[src/cpu_ctrl_pkg.sv]
/*
 * cpu control package
 * sequencer phases, word-address width and execute-stage result bundle
 */
package cpu_ctrl_pkg;

	// word address, bits 31 down to 2
	localparam int adr_w = 30;

	// multicycle phases of one instruction
	typedef enum logic [2:0] {
		idle    = 3'd0,
		fetch   = 3'd1,
		decode  = 3'd2,
		execute = 3'd3,
		pc_upd  = 3'd4
	} cpu_phase_e;

	// execute-stage result, valid in execute and pc_upd
	typedef struct packed {
		logic jmp_condition;
		logic ecall;
		logic exception;
		logic mret;
		logic sret;
		logic uret;
		logic [adr_w+1:2] jmp_adr;
	} ex_result_t;

endpackage

[src/trap_pkg.sv]
/*
 * trap package
 * csr write port, interrupt signals and trap vectors for the pc stage
 */
package trap_pkg;

	// registers reachable through the csr write port
	typedef enum logic [2:0] {
		csr_mtvec   = 3'd0,
		csr_mepc    = 3'd1,
		csr_sepc    = 3'd2,
		csr_irq_en  = 3'd3,
		csr_frc_cmp = 3'd4
	} csr_sel_e;

	// en is a one-cycle strobe
	typedef struct packed {
		logic en;
		csr_sel_e sel;
		logic [31:0] data;
	} csr_wr_t;

	typedef struct packed {
		logic level;
		logic one_shot;
	} irq_t;

	// word addresses only
	typedef struct packed {
		logic [31:2] mtvec;
		logic [31:2] mepc;
		logic [31:2] sepc;
	} trap_vec_t;

endpackage

[src/cpu_state_seq.sv]
/*
 * cpu state sequencer
 * steps fetch, decode, execute and pc update with start and stall handling
 */
`timescale 1ns/10ps

module cpu_state_seq (
	input logic clk,
	input logic rst_n,
	input logic cpu_start,
	input logic stall,
	output logic cpu_stat_pc
);
	import cpu_ctrl_pkg::*;

	cpu_phase_e phase;
	cpu_phase_e phase_nxt;
	logic upd_first;

	// idle waits for cpu_start, the rest hold on stall
	always_comb begin
		phase_nxt = phase;
		case (phase)
			idle: if (cpu_start) phase_nxt = fetch;
			fetch: if (!stall) phase_nxt = decode;
			decode: if (!stall) phase_nxt = execute;
			execute: if (!stall) phase_nxt = pc_upd;
			pc_upd: if (!stall) phase_nxt = fetch;
			default: phase_nxt = idle;
		endcase
	end

	always_ff @(posedge clk or negedge rst_n) begin
		if (!rst_n)
			phase <= idle;
		else
			phase <= phase_nxt;
	end

	// high only in the first pc_upd cycle
	always_ff @(posedge clk or negedge rst_n) begin
		if (!rst_n)
			upd_first <= 1'b1;
		else
			upd_first <= (phase != pc_upd);
	end

	// a stalled pc_upd must not repeat the update
	assign cpu_stat_pc = (phase == pc_upd) & upd_first;

	a_stat_pc_single: assert property (@(posedge clk) disable iff (!rst_n)
		cpu_stat_pc |=> !cpu_stat_pc)
		else $error("cpu_stat_pc held for more than one cycle");

endmodule

[src/frc_timer.sv]
/*
 * free-running timer
 * 32-bit counter with a csr-written compare and a registered leq flag
 */
`timescale 1ns/10ps

module frc_timer (
	input logic clk,
	input logic rst_n,
	input trap_pkg::csr_wr_t csr_wr,
	output logic frc_leq
);
	import trap_pkg::*;

	logic [31:0] frc_cntr;
	logic [31:0] frc_cmp;

	// counts every cycle, wraps
	always_ff @(posedge clk or negedge rst_n) begin
		if (!rst_n)
			frc_cntr <= 32'd0;
		else
			frc_cntr <= frc_cntr + 32'd1;
	end

	// starts at max so no timer trap after reset
	always_ff @(posedge clk or negedge rst_n) begin
		if (!rst_n)
			frc_cmp <= 32'hffff_ffff;
		else if (csr_wr.en && (csr_wr.sel == csr_frc_cmp))
			frc_cmp <= csr_wr.data;
	end

	// a large compare value drops the flag again
	always_ff @(posedge clk or negedge rst_n) begin
		if (!rst_n)
			frc_leq <= 1'b0;
		else
			frc_leq <= (frc_cmp <= frc_cntr);
	end

endmodule

[src/trap_csr_regs.sv]
/*
 * trap csr registers
 * mtvec, mepc, sepc and irq enable, trap capture and interrupt one-shot
 */
`timescale 1ns/10ps

module trap_csr_regs (
	input logic clk,
	input logic rst_n,
	input trap_pkg::csr_wr_t csr_wr,
	input logic irq_in,
	input logic trap_take,
	input logic [31:2] pc_excep,
	output trap_pkg::irq_t irq,
	output trap_pkg::trap_vec_t vec
);
	import trap_pkg::*;

	logic [31:2] mtvec_r;
	logic [31:2] mepc_r;
	logic [31:2] sepc_r;
	logic irq_en;
	logic irq_sync;
	logic irq_sync_d;
	logic wr_mepc;

	assign wr_mepc = csr_wr.en & (csr_wr.sel == csr_mepc);

	always_ff @(posedge clk or negedge rst_n) begin
		if (!rst_n) begin
			mtvec_r <= '0;
			sepc_r <= '0;
			irq_en <= 1'b0;
		end else if (csr_wr.en) begin
			// low two bits dropped, word address only
			if (csr_wr.sel == csr_mtvec)
				mtvec_r <= csr_wr.data[31:2];
			if (csr_wr.sel == csr_sepc)
				sepc_r <= csr_wr.data[31:2];
			if (csr_wr.sel == csr_irq_en)
				irq_en <= csr_wr.data[0];
		end
	end

	// trap capture wins over a csr write
	always_ff @(posedge clk or negedge rst_n) begin
		if (!rst_n)
			mepc_r <= '0;
		else if (trap_take)
			mepc_r <= pc_excep;
		else if (wr_mepc)
			mepc_r <= csr_wr.data[31:2];
	end

	// irq_in sampled, then edge detected
	always_ff @(posedge clk or negedge rst_n) begin
		if (!rst_n) begin
			irq_sync <= 1'b0;
			irq_sync_d <= 1'b0;
		end else begin
			irq_sync <= irq_in;
			irq_sync_d <= irq_sync;
		end
	end

	assign irq.level = irq_sync & irq_en;
	assign irq.one_shot = irq_sync & ~irq_sync_d & irq_en;
	assign vec = '{mtvec: mtvec_r, mepc: mepc_r, sepc: sepc_r};

	a_mepc_collide: assert property (@(posedge clk) disable iff (!rst_n)
		!(trap_take && wr_mepc))
		else $warning("csr write to mepc lost to trap capture");

endmodule

[src/pc_stage.sv]
/*
 * pc stage
 * next word address, start load, interrupt and timer latches, exception pc
 */
`timescale 1ns/10ps

module pc_stage (
	input logic clk,
	input logic rst_n,
	input logic cpu_start,
	input logic cpu_stat_pc,
	input logic [31:2] cpu_start_adr,
	input cpu_ctrl_pkg::ex_result_t ex_result,
	input trap_pkg::irq_t irq,
	input logic frc_leq,
	input trap_pkg::trap_vec_t vec,
	output logic [31:2] pc,
	output logic [31:2] pc_excep,
	output logic trap_take
);
	import cpu_ctrl_pkg::*;
	import trap_pkg::*;

	logic cpu_adr_ld;
	logic irq_latch;
	logic frc_leq_d;
	logic frc_latch;
	logic frc_rise;
	logic trap_cond;
	logic jump_cond;
	logic [31:2] pc_p1;
	logic [31:2] jmp_adr;
	logic [31:2] pc_ecall;

	assign pc_p1 = pc + adr_w'(1);

	// synchronous traps plus the latched asynchronous ones
	assign trap_cond = ex_result.ecall | ex_result.exception | irq_latch | frc_latch;
	assign jump_cond = ex_result.jmp_condition | ex_result.mret | ex_result.sret
		| ex_result.uret;

	// uret has no target of its own
	always_comb begin
		if (trap_cond)
			jmp_adr = vec.mtvec;
		else if (ex_result.mret)
			jmp_adr = vec.mepc;
		else if (ex_result.sret)
			jmp_adr = vec.sepc;
		else
			jmp_adr = ex_result.jmp_adr;
	end

	// start address pending until the first pc update
	always_ff @(posedge clk or negedge rst_n) begin
		if (!rst_n)
			cpu_adr_ld <= 1'b0;
		else if (cpu_stat_pc)
			cpu_adr_ld <= 1'b0;
		else if (cpu_start)
			cpu_adr_ld <= 1'b1;
	end

	always_ff @(posedge clk or negedge rst_n) begin
		if (!rst_n)
			pc <= '0;
		else if (cpu_stat_pc & cpu_adr_ld)
			pc <= cpu_start_adr;
		else if (cpu_stat_pc & (trap_cond | jump_cond))
			pc <= jmp_adr;
		else if (cpu_stat_pc)
			pc <= pc_p1;
	end

	// start load outranks a trap, so no capture then
	assign trap_take = cpu_stat_pc & trap_cond & ~cpu_adr_ld;

	// ecall pc taken during execute, ready by pc_upd
	always_ff @(posedge clk) begin
		if (ex_result.ecall & ~cpu_stat_pc)
			pc_ecall <= pc;
	end

	assign pc_excep = (ex_result.ecall & ~irq.level & ~frc_leq) ? pc_ecall :
		cpu_stat_pc ? pc : pc_p1;

	// interrupt held until an update takes it
	always_ff @(posedge clk or negedge rst_n) begin
		if (!rst_n)
			irq_latch <= 1'b0;
		else if (irq.one_shot)
			irq_latch <= 1'b1;
		else if (cpu_stat_pc)
			irq_latch <= 1'b0;
	end

	// timer flag rising edge
	always_ff @(posedge clk or negedge rst_n) begin
		if (!rst_n)
			frc_leq_d <= 1'b0;
		else
			frc_leq_d <= frc_leq;
	end

	assign frc_rise = frc_leq & ~frc_leq_d;

	// a rise during an update stays for the next one
	always_ff @(posedge clk or negedge rst_n) begin
		if (!rst_n)
			frc_latch <= 1'b0;
		else if (frc_rise)
			frc_latch <= 1'b1;
		else if (cpu_stat_pc)
			frc_latch <= 1'b0;
	end

	a_pc_upd_only: assert property (@(posedge clk) disable iff (!rst_n)
		!$stable(pc) |-> $past(cpu_stat_pc))
		else $error("pc changed outside a pc update");

endmodule

[src/pc_subsys_top.sv]
/*
 * pc subsystem top
 * sequencer, timer, trap registers and pc stage wired together
 */
`timescale 1ns/10ps

module pc_subsys_top (
	input logic clk,
	input logic rst_n,
	input logic cpu_start,
	input logic [31:2] cpu_start_adr,
	input logic stall,
	input cpu_ctrl_pkg::ex_result_t ex_result,
	input logic irq_in,
	input trap_pkg::csr_wr_t csr_wr,
	output logic [31:2] pc,
	output logic [31:2] pc_excep,
	output logic cpu_stat_pc,
	output logic trap_take
);
	import trap_pkg::*;

	logic frc_leq;
	irq_t irq;
	trap_vec_t vec;

	cpu_state_seq u_seq (
		.clk(clk),
		.rst_n(rst_n),
		.cpu_start(cpu_start),
		.stall(stall),
		.cpu_stat_pc(cpu_stat_pc)
	);

	frc_timer u_frc (
		.clk(clk),
		.rst_n(rst_n),
		.csr_wr(csr_wr),
		.frc_leq(frc_leq)
	);

	// mepc fed back from the pc stage on a trap
	trap_csr_regs u_csr (
		.clk(clk),
		.rst_n(rst_n),
		.csr_wr(csr_wr),
		.irq_in(irq_in),
		.trap_take(trap_take),
		.pc_excep(pc_excep),
		.irq(irq),
		.vec(vec)
	);

	pc_stage u_pc (
		.clk(clk),
		.rst_n(rst_n),
		.cpu_start(cpu_start),
		.cpu_stat_pc(cpu_stat_pc),
		.cpu_start_adr(cpu_start_adr),
		.ex_result(ex_result),
		.irq(irq),
		.frc_leq(frc_leq),
		.vec(vec),
		.pc(pc),
		.pc_excep(pc_excep),
		.trap_take(trap_take)
	);

endmodule

[config.mk]
export PLATFORM = sky130hd
export DESIGN_NAME = pc_subsys_top
export DESIGN_NICKNAME = d
export VERILOG_FILES = /design/src/cpu_ctrl_pkg.sv /design/src/trap_pkg.sv /design/src/cpu_state_seq.sv /design/src/frc_timer.sv /design/src/trap_csr_regs.sv /design/src/pc_stage.sv /design/src/pc_subsys_top.sv
export SDC_FILE = /design/constraint.sdc
export NUM_CORES = 1
export LEC_CHECK = 0
export BUFFER_PORTS_ARGS = -buffer_cell sky130_fd_sc_hd__buf_2
export CORE_UTILIZATION = 59
export DETAILED_ROUTE_END_ITERATION = 8
export PLACE_DENSITY = 0.8
export SYNTH_ARGS = -nofsm -noshare
export SYNTH_HDL_FRONTEND = slang
export SYNTH_SLANG_ARGS = --single-unit
export TNS_END_PERCENT = 30
[constraint.sdc]
create_clock -name clk -period 7.5 [get_ports clk]
set_input_delay 0.75 -clock clk [delete_from_list [all_inputs] [get_ports clk]]
set_output_delay 0.75 -clock clk [all_outputs]
set_load 0.005 [all_outputs]
==> summary.txt, run 1 <==
Power and ir drop
  • Net switching power of the design: 1.59 mW
  • Tot Pwr: 4.51 mW
  • Static leakage: 6.04 nW
  • Total internal power: 2.92 mW
  • Switch share: 35.2%
  • Peak VDD IR: 199 µV
  • Combinational share of power: 29.2%
  • Seq pwr share: 43.6%
  • PwrDens: 313 mW/mm²
  • Part of the power in the clock network: 27.2%

Floorplanning
  • Core area: 0.0210 mm²
  • Die Y: 148 µm
  • Die width: 148 µm
  • Die area: 0.0220 mm²
  • # IOs: 169
  • Initial core utilization: 60.1%
  • FP Rows: 53

Detailed routing
  • ANT nets after route: 0
  • DRC Markers: 0
  • DRT Pass-1 Iters: 5
  • Total wire length: 37.1 mm
  • Total number of vias: 10,864
  • WL/cell: 22.4 µm
  • Initial drt markers: 994
  • Vias/cell: 6.56

Setup path
  • CP Class: flip-flop to output pin
  • CP startpoint: u_seq.phase[0]$_DFFE_PN0P_
  • Worst path slowest cell: buf_4
  • CP max FO: 55
  • Critical path's most frequent cell: buf_4
  • Reg-to-Reg End: u_csr.mepc_r[14]$_DFFE_PN0P_
  • Crit path DAT: 3230 ps
  • Flop-to-flop setup slack: 4120 ps
  • Crit. End Element: output pin
  • CP cell instances: nand4bb_2 -> buf_4 -> nor2_2 -> nand2_2 -> inv_2 -> buf_4 -> buf_2
  • Critical R2R Launch: u_seq.phase[0]$_DFFE_PN0P_
  • Data required, critical path: 6750 ps
  • R2R cell count: 8
  • Crit-path max cell delay: 520 ps
  • Worst setup SP type: flip-flop

Flow run
  • Max-cap violations: 0

Placement
  • Final HPWL DP: 25.9 mm
  • GP Congestion: 0.910
  • # port buffers: 168
  • Pre-CTS setup slack: 4150 ps

Logic synthesis
  • Mapped Area: 0.0126 mm²
  • Seq cells post-synth: 226
  • Mapped Avg Cell Area: 10.1 µm²
  • Syn Nets: 1,388
  • Sequential element share of the synthesized area: 46.2%
  • Main synth FF type: dfrtp_1
  • Cell variety after synth: 70
  • Top post-synthesis cells by area: dfrtp_1 32%, mux2_2 9.2%, edfxtp_1 7.1%, dfstp_2 6.9%, xnor2_1 3.7%
  • Cells after Synth: 1,247
  • Synthesis Warnings: 0
  • Ys async rst share: 86.7%
  • Share of the synthesized area in the top cell type: 32.3%
  • Post-synth top area cell: dfrtp_1
  • Post-synth EDFFs: 30

Clock tree
  • Clock Latency Late Sink: 530 ps
  • Clock slew at reported path FFs: 60 ps
  • CTS Buf Count: 25
  • CTS tree: done
  • CTS Sinks: 226
  • Post-CTS Resized: 0
  • CTS root buf: clkbuf_16
  • Post-CTS Setup Bufs: 0
  • CTS Buffer Depth: 3
  • Post-CTS Hold Buffers: 0
  • H-tree levels: 1

Cells and area
  • Synth-to-Final Area Change: 14.0%
  • Layout cells sized above 1: 27.8%
  • Commonest non-fill, non-tap cell in the layout: buf_2
  • Most frequent cells in the layout: 167 x buf_2, 163 x dfrtp_1, 103 x mux2_2, 99 x nand2_1, 74 x nor2_1
  • Layout Nets: 1,503

STA
  • Final setup fails: 0
  • Fmax: 0.251 GHz
  • RSZ-0062 raised after global routing: false
  • TNS Setup: 0 ps
  • Slew Limit Fails: 0
  • Worst slew pin tran: 1290 ps
  • Post-Route Skew: 17.6 ps
  • Rel. slew slack: 14.2%
  • Final WS setup: 3520 ps
  • Hold Vio Cnt, Final: 0
  • Minimum clock period: 3980 ps
  • Final Cycle Share: 53.1%
  • Hold WS: 251 ps

Global route
  • First-pass GRT wire length: 58.0 mm
  • Largest net degree at the start of global routing: 88
  • GRT Resource Usage Total: 34.1%
  • Grt total ovfl: 0
  • Antenna violations before repair: 3
  • Vias in the first global route: 10,673

Min path
  • Hold crit path type: primary input to async pin

Outcome
  • Status: finished, final reports clean
==> worst max-delay path, delay by kind of cell, from the launching register on <==
kind	cells	cell delay, ps
simple gates	3	1090
buf+inv	4	1160
flops	1	410
==> power groups by stage <==
stage / clock (mW) / sequential [mW] / combinational, mW
finish: 1.23 / 1.97 / 1.32
global route: 1.29 / 2.00 / 1.43
CTS: 1.24 / 1.95 / 1.30
detailed placement: 0 / 1.97 / 1.29
global placement: 0 / 1.95 / 1.26
floorplan: 0 / 1.79 / 0.935
==> worst max path at each step <==
stage | end | cells after the start
5_1_grt | pc_excep[7] | 7
3_3_place_gp | trap_take | 7
2_1_floorplan | pc_excep[24] | 7
4_1_cts | trap_take | 7
3_5_place_dp | trap_take | 7
6_report | trap_take | 7
==> metrics by stage <==
step	cell area [µm²]	util, %	std cells
floorplan	12600	-	1247
global placement	13600	64.6	1610
detailed placement	13600	64.6	1610
CTS	14400	68.5	1655
global route	14400	68.6	1656
finish	14400	68.6	1656
==> cell usage after synthesis, drive strengths merged, types with 4 or more instances <==
cell and count:
a211oi 40, a21o 12, a21oi 72, a221o 4, a31oi 17, and2 6, and3 14, and4 9
buf 42, clkbuf 53, dfrtp 163, dfstp 33, edfxtp 30, ha 34, inv 45, mux2 103
mux2i 43, nand2 100, nand3 40, nand4 22, nor2 75, nor2b 23, nor3 30, nor4 29
o211ai 18, o21a 5, o21ai 51, o22ai 5, o31a 7, o31ai 9, or3 7, or4 9
xnor2 53, xor2 7
==> sequential cells by signal, indices dropped and copies added, names as in the netlist, 3 cells and up <==
name            cells
u_csr.sepc_r       30
u_frc.frc_cmp      32
u_pc.pc            30
u_seq.phase         3
u_csr.mepc_r       30
u_csr.mtvec_r      30
u_pc.pc_ecall      30
u_frc.frc_cntr     32
==> cell families (layout without fill, tap and decap cells) <==
kind of cell / Yosys count / count (layout) / share of synthesized area (%)
multiplexers: 146 / 146 / 12.6
flip-flops: 226 / 226 / 46.2
other: 0 / 1 / 0
buffers and inverters: 140 / 273 / 4.70
AO/OA/AOI/OAI: 264 / 264 / 13.5
AND/OR/NAND/NOR: 377 / 377 / 15.4
XOR/XNOR: 60 / 60 / 4.16
adder cells (fa/ha/maj): 34 / 34 / 3.36
==> per-layer routing <==
metal	global-route usage, %	share of wire, %	routed length [µm]	vias up
met5	0	0.089	33	-
met4	20.7	6.4	2380	4
met1	44.1	38	14000	5247
met2	54.8	47	17500	675
met3	4.51	8.9	3300	168
li1	-	-	-	4770
==> area by class of cell <==
cell class | instances | area (µm²)
tap | 275 | 344
antenna | 1 | 2.50
multi-input combinational | 881 | 6260
timing repair buffer | 183 | 962
clock inverter | 10 | 82.6
sequential | 226 | 5850
fill | 1626 | 6610
clock buffer | 35 | 743
inverter | 45 | 169
(Power assumes the default switching activity.)
==> inputs of run 2 (changes only) <==
Settings changed: CORE_UTILIZATION 59 to 53, PLACE_DENSITY 0.8 to 0.76.
Clock period 7.5 ns to 3.4 ns, I/O delays scaled along.
==> summary.txt, run 2 (synthesized netlist as in run 1, its figures left out) <==
Outcome
  • Status: finished, final reports clean

Clock tree
  • CTS root buf: clkbuf_16
  • Clock slew at reported path FFs: 60 ps (about the same)
  • CTS Buf Count: 24 (-4.0%)
  • Clock Latency Late Sink: 530 ps (about the same)
  • CTS Sinks: 226 (unchanged)
  • Post-CTS Setup Bufs: 0 (unchanged)
  • H-tree levels: 1 (unchanged)
  • CTS tree: done
  • CTS Buffer Depth: 3 (unchanged)

STA
  • Post-Route Skew: 17.0 ps (-0.618 ps)
  • Fmax: 0.307 GHz
  • Final setup fails: 0 (unchanged)
  • Hold Vio Cnt, Final: 0 (unchanged)
  • Minimum clock period: 3260 ps
  • Slew Limit Fails: 0 (unchanged)
  • TNS Setup: 0 ps (unchanged)
  • Worst slew pin tran: 1070 ps (-222 ps)
  • RSZ-0062 raised after global routing: false
  • Final Cycle Share: 95.8%
  • Rel. slew slack: 28.9% (+15 points)
  • Hold WS: 43.2 ps (-208 ps)

Min path
  • Hold Path Depth: 2
  • Hold Startpoint: csr_wr[1]
  • Hold crit path type: primary input to flip-flop
  • Hold path endpoint: u_frc.frc_cmp[1]$_DFFE_PN1P_

Cells and area
  • Ant diodes: 0 (-1)
  • Most frequent cells in the layout: 167 x buf_2, 163 x dfrtp_1, 103 x mux2_2, 99 x nand2_1, 74 x nor2_1
  • Commonest non-fill, non-tap cell in the layout: buf_2
  • Final Util: 62.2% (-6.3 points)
  • Biggest regs: u_frc.frc_cmp (32), u_frc.frc_cntr (32)
  • Layout Nets: 1,519 (+1.1%)
  • Layout cells sized above 1: 28.2% (+0.33 points)
  • Synth-to-Final Area Change: 15.2%
  • Final instance area: 0.0146 mm² (+1.0%)
  • Fillers: 1,942 (+19%)

Global route
  • Largest net degree at the start of global routing: 83 (-5.7%)
  • Grt total ovfl: 0 (unchanged)
  • GRT Resource Usage Total: 30.7% (-3.4 points)
  • Vias in the first global route: 10,523 (-1.4%)
  • Antenna violations before repair: 1 (-2)
  • First-pass GRT wire length: 57.6 mm (-0.73%)

Floorplanning
  • Core area: 0.0234 mm² (+11%)
  • FP Rows: 56 (+5.7%)
  • Die area: 0.0245 mm² (+11%)
  • Die Y: 156 µm (+5.4%)
  • Die width: 156 µm (+5.4%)
  • Initial core utilization: 54.0% (-6.1 points)
  • # IOs: 169 (unchanged)

Setup path
  • Crit. End Element: output pin
  • CP Class: flip-flop to output pin
  • Reg-to-Reg End: u_pc.pc[13]$_DFFE_PN0P_
  • R2R cell count: 5 (-3)
  • Worst setup SP type: flip-flop
  • CP max FO: 18 (-67%)
  • Crit path DAT: 2920 ps (-310 ps)
  • Flop-to-flop setup slack: 870 ps (-3250 ps)
  • Critical R2R Launch: u_pc.irq_latch$_DFFE_PN0P_
  • Data required, critical path: 3060 ps (-3690 ps)

Detailed routing
  • WL/cell: 21.7 µm (-3.2%)
  • Vias/cell: 6.25 (-4.8%)
  • Total number of vias: 10,711 (-1.4%)
  • DRC Markers: 0 (unchanged)
  • ANT nets after route: 0 (unchanged)
  • Total wire length: 37.2 mm (+0.24%)
  • Initial drt markers: 1,088 (+9.5%)
  • DRT Pass-1 Iters: 8 (+3)

Power and ir drop
  • Static leakage: 6.09 nW (+0.77%)
  • PwrDens: 675 mW/mm² (+120%)
  • Peak VDD IR: 463 µV (+130%)

Placement
  • GP Congestion: 0.972 (+6.8%)
  • # port buffers: 168 (unchanged)
  • Area of placed instances: 0.0138 mm² (+1.3%)
  • Final HPWL DP: 26.7 mm (+3.2%)

Flow run
  • Max-cap violations: 0 (unchanged)
==> run 2: layer usage <==
metal	share of wire (%)	up-vias	wire (µm)	global-route usage [%]
met5	0.027	-	10	0
met4	5.3	2	1970	15.2
met3	8.5	146	3170	4.82
met2	47	592	17600	50.1
met1	39	5175	14500	39.8
li1	-	4796	-	-
==> run 2: worst max-delay path, stage by stage (launching register included) <==
cell     delay (ps)
dfrtp_1         560
and4_1          440
nand4_2         480
nor4_1          490
xnor2_1         120
a21oi_1         170
buf_2           130
==> run 2: stage by stage <==
stage	power (mW)	worst slack [ps]	std cells
final	9.83	142	1715
after global routing	10.3	4.51	1715
after CTS	9.78	187	1715
after detailed placement	7.20	748	1669
after global placement	7.08	811	1669
after floorplan	6.01	930	1247
==> run 2: worst max-delay path by stage <==
stage / end / cells past startpoint / startpoint / slack (ps)
4_1_cts: pc_excep[16] / 6 / u_pc.pc[2]$_DFFE_PN0P_ / 190
5_1_grt: pc_excep[25] / 6 / u_pc.pc[8]$_DFFE_PN0P_ / 5
2_1_floorplan: u_pc.pc_ecall[10]$_DFFE_PP_ / 5 / u_seq.phase[2]$_DFFE_PN0P_ / 930
3_5_place_dp: pc_excep[16] / 6 / u_pc.pc[2]$_DFFE_PN0P_ / 750
3_3_place_gp: pc_excep[31] / 6 / u_pc.pc[8]$_DFFE_PN0P_ / 810
6_report: pc_excep[21] / 6 / u_pc.pc[9]$_DFFE_PN0P_ / 140
==> run 2: power breakdown <==
part           switching (mW)  internal [mW]  total, mW
logic                    1.60           1.34       2.93
registers               0.776           3.54       4.32
clock network            1.09           1.49       2.57
==> run 2: cell type report <==
class,instances,area [µm²],share of cell area [%]
clock buffers,42,748,5.14
repair buffers,200,1110,7.60
clock inverters,2,21.3,0.146
flip-flops and latches,226,5850,40.1
inverters,45,169,1.16
well taps,319,399,2.74
multi-input cells,881,6270,43.1
==> run 2: what timing repair did <==
action,CTS,global route
hold buffers,2,0
endpoints found under the hold margin,68,0
gates resized for setup,0,3
setup endpoints to repair,0,4
